--- src/cpu_macros.svh ---
`ifndef CPU_MACROS_SVH
`define CPU_MACROS_SVH

// All addresses count 32-bit words

// First instruction after reset or halt release
`define RESET_VECTOR 32'h0000_0010

// Throw vectors sit here with the low five bits taken from the instruction
`define VECTOR_BASE 32'h0000_0020

// Return address of the last throw is stored here
`define TRAP_SLOT 32'h0000_00F0

// Cycles from the ALU start pulse to a valid result
`define ALU_LATENCY 3

`endif

--- src/cpuPkg.sv ---
package cpuPkg;

    // Instruction-cycle states of the controller
    typedef enum logic [3:0] {
        sIdle      = 4'd0,
        sExec      = 4'd1,
        sWaitExec  = 4'd2,
        sMem       = 4'd3,
        sCommit    = 4'd4,
        sNextPc    = 4'd5,
        sFetch     = 4'd6,
        sThrow     = 4'd7,
        sVecRead   = 4'd8,
        sSaveRet   = 4'd9,
        sTrapStore = 4'd10
    } coreState;

    // ALU opcodes with encoding 4 left unassigned
    // Comparisons return all-ones for true
    typedef enum logic [3:0] {
        opOr   = 4'd0,
        opAnd  = 4'd1,
        opAdd  = 4'd2,
        opMul  = 4'd3,
        opShl  = 4'd5,
        opLt   = 4'd6,
        opEq   = 4'd7,
        opGe   = 4'd8,
        opAndn = 4'd9,
        opXor  = 4'd10,
        opSub  = 4'd11,
        opXnor = 4'd12,
        opShr  = 4'd13,
        opNe   = 4'd14,
        opSar  = 4'd15
    } aluOp;

    // Order of X, Y and immediate on the ALU inputs A, B and C
    typedef enum logic [1:0] {
        kindXYI   = 2'd0,
        kindXIY   = 2'd1,
        kindIXY   = 2'd2,
        kindThrow = 2'd3
    } operandKind;

endpackage

--- src/coreControl.sv ---
`include "cpu_macros.svh"

module coreControl (
    input  logic               clk,
    input  logic               reset_n,
    input  logic               halt,
    input  logic               done,
    input  cpuPkg::operandKind kind,
    input  logic               storing,
    input  logic               derefRhs,
    input  logic               branch,
    input  logic [4:0]         vector,
    input  logic [31:0]        result,
    input  logic [31:0]        valZ,
    input  logic [31:0]        iData,
    input  logic [31:0]        dRdata,
    output logic               start,
    output logic               regWrite,
    output logic               dStrobe,
    output logic               dWrite,
    output logic [31:0]        insn,
    output logic [31:0]        P,
    output logic [31:0]        writeData,
    output logic [31:0]        iAddr,
    output logic [31:0]        dAddr,
    output logic [31:0]        dWdata
);
    import cpuPkg::*;

    coreState    state;
    coreState    nextState;
    // ALU result, vector address or return address depending on the state
    logic [31:0] rhs;
    logic [31:0] loadData;
    logic [31:0] vecTarget;
    logic        loading;

    assign loading = derefRhs && !storing;

    always_comb begin
        nextState = state;
        case (state)
            sIdle:      nextState = halt ? sIdle : sNextPc;
            sExec: begin
                if (halt) begin
                    nextState = sIdle;
                end else if (kind == kindThrow) begin
                    nextState = sThrow;
                end else begin
                    nextState = sWaitExec;
                end
            end
            sWaitExec:  nextState = done ? sMem : sWaitExec;
            sMem:       nextState = sCommit;
            sCommit:    nextState = sNextPc;
            sNextPc:    nextState = sFetch;
            sFetch:     nextState = sExec;
            sThrow:     nextState = sVecRead;
            sVecRead:   nextState = sSaveRet;
            sSaveRet:   nextState = sTrapStore;
            sTrapStore: nextState = sNextPc;
            default:    nextState = sIdle;
        endcase
    end

    always_ff @(posedge clk) begin
        if (!reset_n) begin
            state <= sIdle;
        end else begin
            state <= nextState;
        end
    end

    always_ff @(posedge clk) begin
        case (state)
            sIdle:      iAddr <= `RESET_VECTOR;
            sWaitExec:  rhs <= result;
            sMem:       loadData <= dRdata;
            // A jump takes the same value that would have gone to Z
            sCommit:    iAddr <= branch ? writeData : P;
            sNextPc:    P <= iAddr + 32'd1;
            sFetch:     insn <= iData;
            sThrow:     rhs <= `VECTOR_BASE | {27'd0, vector};
            sVecRead:   vecTarget <= dRdata;
            sSaveRet:   rhs <= iAddr;
            sTrapStore: iAddr <= vecTarget;
            default:    ;
        endcase
    end

    assign start    = (state == sExec) && !halt && (kind != kindThrow);
    assign regWrite = (state == sCommit) && !storing;
    assign dStrobe  = ((state == sMem) && (loading || storing))
                   || (state == sVecRead) || (state == sTrapStore);
    assign dWrite   = ((state == sMem) && storing) || (state == sTrapStore);

    assign writeData = derefRhs ? loadData : rhs;

    // Dereference uses the ALU result as address, otherwise Z is the address
    always_comb begin
        dAddr  = derefRhs ? rhs : valZ;
        dWdata = derefRhs ? valZ : rhs;
        if (state == sVecRead) begin
            dAddr = rhs;
        end else if (state == sTrapStore) begin
            dAddr  = `TRAP_SLOT;
            dWdata = rhs;
        end
    end

endmodule

--- src/cpuTop.sv ---
module cpuTop (
    input  logic        clk,
    input  logic        reset_n,
    input  logic        halt,
    input  logic [31:0] iData,
    input  logic [31:0] dRdata,
    output logic [31:0] iAddr,
    output logic [31:0] dAddr,
    output logic [31:0] dWdata,
    output logic        dStrobe,
    output logic        dWrite
);
    import cpuPkg::*;

    logic [3:0]  idxX;
    logic [3:0]  idxY;
    logic [3:0]  idxZ;
    aluOp        op;
    operandKind  kind;
    logic        storing;
    logic        derefRhs;
    logic        branch;
    logic [4:0]  vector;
    logic [31:0] A;
    logic [31:0] B;
    logic [31:0] C;
    logic [31:0] valX;
    logic [31:0] valY;
    logic [31:0] valZ;
    logic [31:0] insn;
    logic [31:0] P;
    logic [31:0] writeData;
    logic [31:0] result;
    logic        regWrite;
    logic        start;
    logic        done;

    coreControl control_i (
        .clk(clk), .reset_n(reset_n), .halt(halt), .done(done),
        .kind(kind), .storing(storing), .derefRhs(derefRhs), .branch(branch),
        .vector(vector), .result(result), .valZ(valZ), .iData(iData),
        .dRdata(dRdata), .start(start), .regWrite(regWrite), .dStrobe(dStrobe),
        .dWrite(dWrite), .insn(insn), .P(P), .writeData(writeData),
        .iAddr(iAddr), .dAddr(dAddr), .dWdata(dWdata)
    );

    insnDecode decode_i (
        .insn(insn), .valX(valX), .valY(valY),
        .idxX(idxX), .idxY(idxY), .idxZ(idxZ), .op(op), .kind(kind),
        .storing(storing), .derefRhs(derefRhs), .branch(branch),
        .vector(vector), .A(A), .B(B), .C(C)
    );

    regFile regs_i (
        .clk(clk), .regWrite(regWrite), .idxX(idxX), .idxY(idxY), .idxZ(idxZ),
        .writeData(writeData), .P(P), .valX(valX), .valY(valY), .valZ(valZ)
    );

    stepTimer timer_i (
        .clk(clk), .reset_n(reset_n), .start(start), .done(done)
    );

    execUnit exec_i (
        .clk(clk), .start(start), .op(op), .A(A), .B(B), .C(C), .result(result)
    );

endmodule

--- src/execUnit.sv ---
`include "cpu_macros.svh"

module execUnit (
    input  logic         clk,
    input  logic         start,
    input  cpuPkg::aluOp op,
    input  logic [31:0]  A,
    input  logic [31:0]  B,
    input  logic [31:0]  C,
    output logic [31:0]  result
);
    import cpuPkg::*;

    // One valid bit for each stage behind the operand capture
    logic [`ALU_LATENCY-2:0] stageValid;
    aluOp        opReg;
    logic [31:0] aReg;
    logic [31:0] bReg;
    logic [31:0] cReg;
    logic [31:0] opValue;
    logic [31:0] opOut;
    logic [31:0] cStage;

    always_ff @(posedge clk) begin
        stageValid <= {stageValid[`ALU_LATENCY-3:0], start};
    end

    always_ff @(posedge clk) begin
        if (start) begin
            opReg <= op;
            aReg  <= A;
            bReg  <= B;
            cReg  <= C;
        end
    end

    always_comb begin
        case (opReg)
            opOr:    opValue = aReg | bReg;
            opAnd:   opValue = aReg & bReg;
            opAdd:   opValue = aReg + bReg;
            opMul:   opValue = aReg * bReg;
            opShl:   opValue = aReg << bReg;
            opLt:    opValue = {32{$signed(aReg) < $signed(bReg)}};
            opEq:    opValue = {32{aReg == bReg}};
            opGe:    opValue = {32{$signed(aReg) >= $signed(bReg)}};
            opAndn:  opValue = aReg & ~bReg;
            opXor:   opValue = aReg ^ bReg;
            opSub:   opValue = aReg - bReg;
            opXnor:  opValue = aReg ~^ bReg;
            opShr:   opValue = aReg >> bReg;
            opNe:    opValue = {32{aReg != bReg}};
            opSar:   opValue = $signed(aReg) >>> bReg;
            default: opValue = '0;
        endcase
    end

    // Operation in the first stage, the add of C in the second
    always_ff @(posedge clk) begin
        if (stageValid[0]) begin
            opOut  <= opValue;
            cStage <= cReg;
        end
        if (stageValid[`ALU_LATENCY-2]) begin
            result <= opOut + cStage;
        end
    end

endmodule

--- src/insnDecode.sv ---
module insnDecode (
    input  logic [31:0]        insn,
    input  logic [31:0]        valX,
    input  logic [31:0]        valY,
    output logic [3:0]         idxX,
    output logic [3:0]         idxY,
    output logic [3:0]         idxZ,
    output cpuPkg::aluOp       op,
    output cpuPkg::operandKind kind,
    output logic               storing,
    output logic               derefRhs,
    output logic               branch,
    output logic [4:0]         vector,
    output logic [31:0]        A,
    output logic [31:0]        B,
    output logic [31:0]        C
);
    import cpuPkg::*;

    logic [31:0] imm;

    // kind | store | deref | Z | X | Y | op | imm12
    assign kind     = operandKind'(insn[31:30]);
    assign storing  = insn[29];
    assign derefRhs = insn[28];
    assign idxZ     = insn[27:24];
    assign idxX     = insn[23:20];
    assign idxY     = insn[19:16];
    assign op       = aluOp'(insn[15:12]);
    assign imm      = {{20{insn[11]}}, insn[11:0]};

    // A throw reuses the low immediate bits as its vector number
    assign vector = insn[4:0];

    assign branch = (idxZ == 4'd15) && !storing;

    always_comb begin
        case (kind)
            kindXIY: begin
                A = valX;
                B = imm;
                C = valY;
            end
            kindIXY: begin
                A = imm;
                B = valX;
                C = valY;
            end
            default: begin
                // Throws never start the ALU
                A = valX;
                B = valY;
                C = imm;
            end
        endcase
    end

endmodule

--- src/regFile.sv ---
module regFile (
    input  logic        clk,
    input  logic        regWrite,
    input  logic [3:0]  idxX,
    input  logic [3:0]  idxY,
    input  logic [3:0]  idxZ,
    input  logic [31:0] writeData,
    input  logic [31:0] P,
    output logic [31:0] valX,
    output logic [31:0] valY,
    output logic [31:0] valZ
);

    // Only registers 1 to 14 have storage
    logic [31:0] regs [1:14];

    function automatic logic [31:0] readPort(input logic [3:0] idx);
        logic [31:0] value;
        if (idx == 4'd15) begin
            value = P;
        end else if (idx == 4'd0) begin
            value = '0;
        end else begin
            value = regs[idx];
        end
        return value;
    endfunction

    always_comb begin
        valX = readPort(idxX);
        valY = readPort(idxY);
        valZ = readPort(idxZ);
    end

    // Writes to r0 and to P are dropped here
    always_ff @(posedge clk) begin
        if (regWrite && idxZ != 4'd0 && idxZ != 4'd15) begin
            regs[idxZ] <= writeData;
        end
    end

endmodule

--- src/stepTimer.sv ---
`include "cpu_macros.svh"

module stepTimer (
    input  logic clk,
    input  logic reset_n,
    input  logic start,
    output logic done
);

    localparam int CountW = $clog2(`ALU_LATENCY + 1);

    logic [CountW-1:0] count;

    // A start in the middle of a count simply reloads it
    always_ff @(posedge clk) begin
        if (!reset_n) begin
            count <= '0;
        end else if (start) begin
            count <= CountW'(`ALU_LATENCY);
        end else if (count != '0) begin
            count <= count - 1'b1;
        end
    end

    // High for the last counted cycle only
    assign done = (count == CountW'(1));

endmodule

--- config.mk ---
export PLATFORM = sky130hd
export DESIGN_NAME = cpuTop
export DESIGN_NICKNAME = d
export VERILOG_FILES = /design/src/cpuPkg.sv /design/src/coreControl.sv /design/src/cpuTop.sv /design/src/execUnit.sv /design/src/insnDecode.sv /design/src/regFile.sv /design/src/stepTimer.sv
export VERILOG_INCLUDE_DIRS = /design/src
export SDC_FILE = /design/constraint.sdc
export NUM_CORES = 2
export LEC_CHECK = 0
export BUFFER_PORTS_ARGS = -buffer_cell sky130_fd_sc_hd__clkbuf_2
export CELL_PAD_IN_SITES_DETAIL_PLACEMENT = 0
export CELL_PAD_IN_SITES_GLOBAL_PLACEMENT = 2
export CORE_ASPECT_RATIO = 0.7
export CORE_MARGIN = 5
export CORE_UTILIZATION = 47
export DETAILED_ROUTE_END_ITERATION = 12
export GPL_TIMING_DRIVEN = 0
export PLACE_DENSITY = 0.91
export SKIP_LAST_GASP = 1
export SLEW_MARGIN = 20
export SYNTH_ARGS = -nofsm -noshare
export SYNTH_HDL_FRONTEND = slang
export SYNTH_SLANG_ARGS = --single-unit
--- constraint.sdc ---
create_clock -name clk -period 31.3 [get_ports clk]
set_input_delay 6.26 -clock clk [delete_from_list [all_inputs] [get_ports clk]]
set_output_delay 6.26 -clock clk [all_outputs]
set_load 0.1 [all_outputs]
After elaboration in Yosys (flattened, before gate mapping)
Memory sizes are Yosys's and may differ from the RTL's. A register that Yosys moved wholly into a read port is not among the register bits.
Cells that the tools add are included.
Cells by class
  shift operators: 3
  magnitude comparators: 2
  equality and inequality tests: 35
  bitwise gates (word level): 6
  $add $sub $neg: 5
  reduce and logical (&&, ||, !) cells: 27
  multiplexer cells: 32
  multipliers: 1
Operator list (number)
  32-bit 2-to-1 mux: 16
  32-bit one-hot mux with 15 select lines: 1
  32-bit one-hot mux with 3 select lines: 2
  32-bit adder: 2
  32-bit bitwise AND: 2
  32-bit one-hot mux with 2 select lines: 1
  4-bit == test, second input constant: 14
  4-bit one-hot mux with 10 select lines: 1
  32-bit by 1-bit adder with 32-bit output, second input constant: 1
  32-bit == test: 1
  32-bit greater-or-equal comparator: 1
  32-bit < comparator: 1
  32-bit by 32-bit multiplier with 32-bit output: 1
  32-bit inequality test: 1
  32-bit inverter: 1
  32-bit OR: 1
  32-bit by 32-bit << shifter with 32-bit output: 1
  32-bit by 32-bit right shift with 32-bit output: 1
  32-bit by 32-bit >>> shifter with 32-bit output: 1
  32-bit subtractor: 1
  32-bit XNOR: 1
  32-bit XOR: 1
  4-bit by 3-bit == test with 1-bit output, second input constant: 7
  4-bit zero test: 5
  18 further kinds: 46
Word-level totals
  output and inout bits: 98
  bits of input ports: 67
  bits in registers: 396
  memories: 1
  RAM bits: 448
  logic and storage cells: 128
Memories
  regs_i.regs: words 14, bits a word 32, rd ports 3, clocked after memory_dff 3, write ports 1, RTL line regFile.sv:15  | logic [31:0] regs [1:14];

Longest topological paths before layout
  depth after elaboration: 6
  mapped depth: 29
  gate-level depth less buffers: 27

By module
A second synthesis with hierarchy kept.
Second synthesis, totals
  cell total of the unflattened synthesis: 6504
  area, all modules: 68877.3 um2
By module, submodules not included
  execUnit: cells an instance 3664, area an instance 31873.1 um2, instances 1, seq. area each 5925.7 um2
  regFile: cells an instance 1912, area an instance 26047.5 um2, instances 1, seq. area each 13452.9 um2
  coreControl: cells an instance 677, area an instance 9117.5 um2, instances 1, seq. area each 5845.6 um2
  insnDecode: cells an instance 241, area an instance 1732.9 um2, instances 1, seq. area each 0.0 um2
  stepTimer: cells an instance 10, area an instance 106.4 um2, instances 1, seq. area each 40.0 um2

Worst setup path after synthesis
OpenSTA, ideal clock, no wires.
  kind: input-to-reg
  from: input port halt
  to: register exec_i.stageValid[0]
  setup time: 1161 ps
  path slack: 13965 ps
  stages on the path: 1
  arrival: 16174 ps
  required time: 30139 ps
  path buffers: 0
  cells stage by stage: nor4_1
Between the ends
  word-level cells in the longest chain between the ends: 3
Ends and longest elaborated chain
  start: declaration: RTL line cpuTop.sv:4  | input logic halt,
  1-bit zero test: RTL line coreControl.sv:91  | assign start = (state == sExec) && !halt && (kind != kindThrow);
  1-bit logical AND (2 in a row): RTL line coreControl.sv:91
  end signal: assignment: RTL line execUnit.sv:25  | stageValid <= {stageValid[`ALU_LATENCY-3:0], start};
  end: declaration: RTL line execUnit.sv:15  | logic [`ALU_LATENCY-2:0] stageValid;
Every way passes these cells.
A chain may end at the register's enable or synchronous reset.

Worst setup path in the final report
  from: register exec_i.bReg[3]
  to: register exec_i.opOut[31] (data pin)
Between the ends
  word-level cells in the longest chain between the ends: 2
  elaborated cells on any way between the ends: 11
  those cells by class: add/sub: 2; mul: 1; order compare: 2; eq/ne: 2; shift: 3; mux: 1
Ends and longest elaborated chain
  start: declaration: RTL line execUnit.sv:18  | logic [31:0] bReg;
  start signal: assignment: RTL line execUnit.sv:32  | bReg <= B;
  32-bit by 32-bit multiplier with 32-bit output, or another cell as far along: RTL line execUnit.sv:42  | opMul: opValue = aReg * bReg;
  32-bit one-hot mux with 15 select lines *: RTL line execUnit.sv:38  | case (opReg)
  via exec_i.opValue[31]: RTL line execUnit.sv:20  | logic [31:0] opValue;
  end signal: assignment: RTL line execUnit.sv:61  | opOut <= opValue;
  end: declaration: RTL line execUnit.sv:21  | logic [31:0] opOut;
Mark *: on every way through the listed nets, which the timed path passes. The rest lies on a longest branch.

==> metrics.md <==
| Metric | Value |
|---|---|
| Status | `finished, violations left` |
| # rows | `116` |
| CTS Buffer Depth | `3` |
| Final Hold Viols | `0` |
| Post-synthesis net count | `6878` |
| Layout area overhead | `10.70%` |
| TritonCTS clock tree | `done` |
| Clock sink count | `856` |
| Post-synthesis sequential area ratio | `0.3799` |
| Crit path to | `exec_i.opOut[31]` |
| GR Util All Layers | `0.4542` |
| Critical Path RT | `around 32000 ps` |
| Crit path from | `exec_i.bReg[3]` |
| CTS buffer count | `72` |
| Post-synth top area share | `0.3740` |
| Post-route setup TNS | `0 ps` |
| Endpoints failing setup | `0` |
| Final slew viol count | `0` |
| Routed wire length | `349.1 mm` |
| VDD IR max | `between 0.0003 and 0.0004 V` |
| CP startpoint kind | `flip-flop` |
| Final Cycle Share | `0.3740` |
| Hold depth | `0` |
| Skew-Pair Late Insertion Delay | `680 ps` |
| DR vias/cell | `around 7` |
| Iter 0 DRT Violations | `12000` |
| HP Class | `flip-flop to flip-flop` |
| Total congestion overflow | `0` |
| Boundary Pins | `165` |
| RD Place Congestion | `approximately 1.1` |
| Vias | `59620` |
| Max-slew headroom | `0.01404` |
| Yosys top cell by area | `edfxtp_1` |
| #FFs+latches synth | `856` |
| Dpl hpwl | `280.4 mm` |
| Syn Inst Count | `6145` |
| Nets | `7197` |
| Initial antenna violation count | `29` |
| Maximum level of the CTS H-tree | `3` |
| CP max FO | `13` |
| CP endpoint kind | `flip-flop` |
| Most common cell in the netlist | `edfxtp_1` |
| Post-synth EDFFs | `between 800 and 900` |
| Die Wd | `461.7 µm` |
| Worst-Margin Slew | `1463 ps` |
| Synth Flop Type | `edfxtp_1` |
| RSZ-0062 raised after global routing | `no` |
| Total power divided by cell area | `91.89 mW/mm²` |
| Capturing point of the worst reg2reg path | `exec_i.opOut[31]` |
| Die height | `326.2 µm` |
| Min Tclk post-route | `approximately 12000 ps` |
| Die area | `~0.15 mm²` |
| Flop2flop setup slack | `19600 ps` |
| DR WL/cell | `41.40 µm` |
| Top post-synthesis cells by area | `edfxtp_1, fa_1, mux4_2` |
| Synthesized area per cell | `10.92 µm²` |
| Post-Route Skew | `between 20 and 25 ps` |
| Worst Setup Path Type | `flip-flop to flip-flop` |
| DRT Pass-1 Iters | `9` |
| Post-CTS Setup Inserts | `0` |
| Critical Path AT | `12080 ps` |
| DRC Markers | `0` |
| First-pass GRT wire length | `467.5 mm` |
| Synth unique cells | `87` |
| Ys Warns | `0` |
| LEAKAGE | `28.87 nW` |
| Setup ws final | `19600 ps` |
| Async set-reset flop share out of synthesis | `0` |
| Share of layout cells above drive strength 1 | `0.1343` |
| MaxCap Viol Count | `1` |
| Starting Density | `0.4715` |
| DP Worst Slack | `20270 ps` |
| Root Driver | `clkbuf_16` |
| Vias in the first global route | `about 55000` |
| Core area | `around 0.14 mm²` |
| Register-to-Register Path Depth | `26` |
| Mapped cell area | `0.06713 mm²` |
| Port Buffers | `164` |
| F_max | `0.08543 GHz` |
| Count of antenna-violating nets left after detailed routing | `0` |
| Post-cts resize count | `0` |
| Reg-to-Reg Start | `exec_i.bReg[3]` |
| Largest net degree at the start of global routing | `52` |
| Hold-fix buffers, CTS | `0` |
| Clk pin slew, worst setup/hold paths | `about 80 ps` |
| Violated checks | `max-capacitance violations` |
| Synth top cells by count | `edfxtp_1, nor2_1, nand2_1, inv_1, fa_1` |
[cells by family (layout without fill, tap and decap cells)]
group	Yosys count	after routing	synth area share
buffers and inverters	946	1324	0.05379
other	0	22	0
adders and majority gates	666	666	0.1701
AOI/OAI and AO/OA	1285	1285	0.1209
muxes	647	647	0.1532
DFF	856	856	0.3799
and+or+nand+nor	1557	1557	0.09754
xor gates and xnor gates	188	188	0.02453
[critical path: stages (launching register included)]
cell and delay, ps:
edfxtp_1 600, clkinv_1 310, buf_1 780, clkbuf_2 670, buf_1 810, nor2_1 160
fa_1 540, inv_1 50, fa_1 520, fa_1 470, fa_1 560, inv_1 50
fa_1 490, fa_1 570, fa_1 430, fa_1 450, ha_1 350, a21o_1 170
a21oi_1 560, nand2_1 90, a31o_2 300, a2111oi_0 910, o41ai_2 360, a21oi_1 620
nor2b_1 140, o2111ai_1 200, o2111ai_1 180
[area by class of cell]
class | instances | area [µm²]
fill | 12560 | 68070
multi-input combinational | 4343 | 38290
sequential | 856 | 25510
tap | 1888 | 2362
timing repair buffer | 245 | 2087
inverter | 520 | 1952
clock buffer | 89 | 1939
buffer | 426 | 1738
clock inverter | 44 | 380.4
antenna | 22 | 55.05
[flip-flops by register name (all words and copies together), names as in the netlist, named ones only]
name and count:
regs_i.regs 448, control_i.P 32, control_i.iAddr 32, control_i.insn 32
control_i.loadData 32, control_i.rhs 32, control_i.vecTarget 32, exec_i.aReg 32
exec_i.bReg 32, exec_i.cReg 32, exec_i.cStage 32, exec_i.opOut 32
exec_i.result 32, control_i.state 4, exec_i.opReg 4, exec_i.stageValid 2
timer_i.count 2
[placed cells by master, fill, tap and decap left out, types with 39 or more instances in the layout]
| cell type | instances |
|---|---|
| buf_2 | 56 |
| nand3_1 | 60 |
| ha_1 | 255 |
| mux2i_1 | 294 |
| nor3_1 | 56 |
| inv_1 | 504 |
| mux2_2 | 54 |
| nand2_1 | 557 |
| buf_1 | 51 |
| xor2_1 | 62 |
| clkbuf_1 | 299 |
| o21a_1 | 50 |
| edfxtp_1 | 836 |
| nor2_1 | 666 |
| fa_1 | 411 |
| a22oi_1 | 115 |
| a21oi_1 | 368 |
| xnor2_1 | 125 |
| clkbuf_2 | 203 |
| a211oi_1 | 42 |
| a31oi_1 | 41 |
| o21ai_0 | 322 |
| a21o_1 | 39 |
| clkbuf_16 | 75 |
| mux4_2 | 299 |
[per-layer routing]
layer / part of all wire / wire length (µm) / vias to the layer above / global-route usage
li1: - / - / 22810 / -
met1: 0.40 / 140500 / 29970 / 0.6742
met2: 0.35 / 121600 / 6027 / 0.5308
met3: 0.21 / 73040 / 794 / 0.2851
met4: 0.039 / 13610 / 16 / 0.1317
met5: 0.0010 / 352 / - / 0
[stage by stage]
step	hold WS (ps)	area, µm²	std cells	total power [mW]	utilization
2_1_floorplan	400.3	67130	6145	3.754	-
3_3_place_gp	401.4	70310	8197	5.590	0.4938
4_1_cts	421.6	74170	8410	6.582	0.5210
5_1_grt	420.3	74270	8414	7.006	0.5216
6_report	420.1	74310	8433	6.829	0.5219
3_5_place_dp	404.5	71860	8277	5.652	0.5047
[worst min-delay path by stage]
stage / start / endpoint / slack, ps
after global routing: exec_i.cReg[2] / exec_i.cStage[2] / 420
final: exec_i.cReg[12] / exec_i.cStage[12] / 420
after floorplan: exec_i.cReg[0] / exec_i.cStage[0] / 400
after global placement: exec_i.cReg[26] / exec_i.cStage[26] / 400
after CTS: exec_i.cReg[1] / exec_i.cStage[1] / 420
after detailed placement: exec_i.cReg[9] / exec_i.cStage[9] / 400
[where the power goes]
group | total, mW | internal, mW | switching (mW)
Combinational | 4.52 | 1.38 | 3.13
Clock | 0.945 | 0.494 | 0.451
Sequential | 1.37 | 1.31 | 0.0577
Total | 6.83 | 3.19 | 3.64
Power figures use the tool's default switching activity.
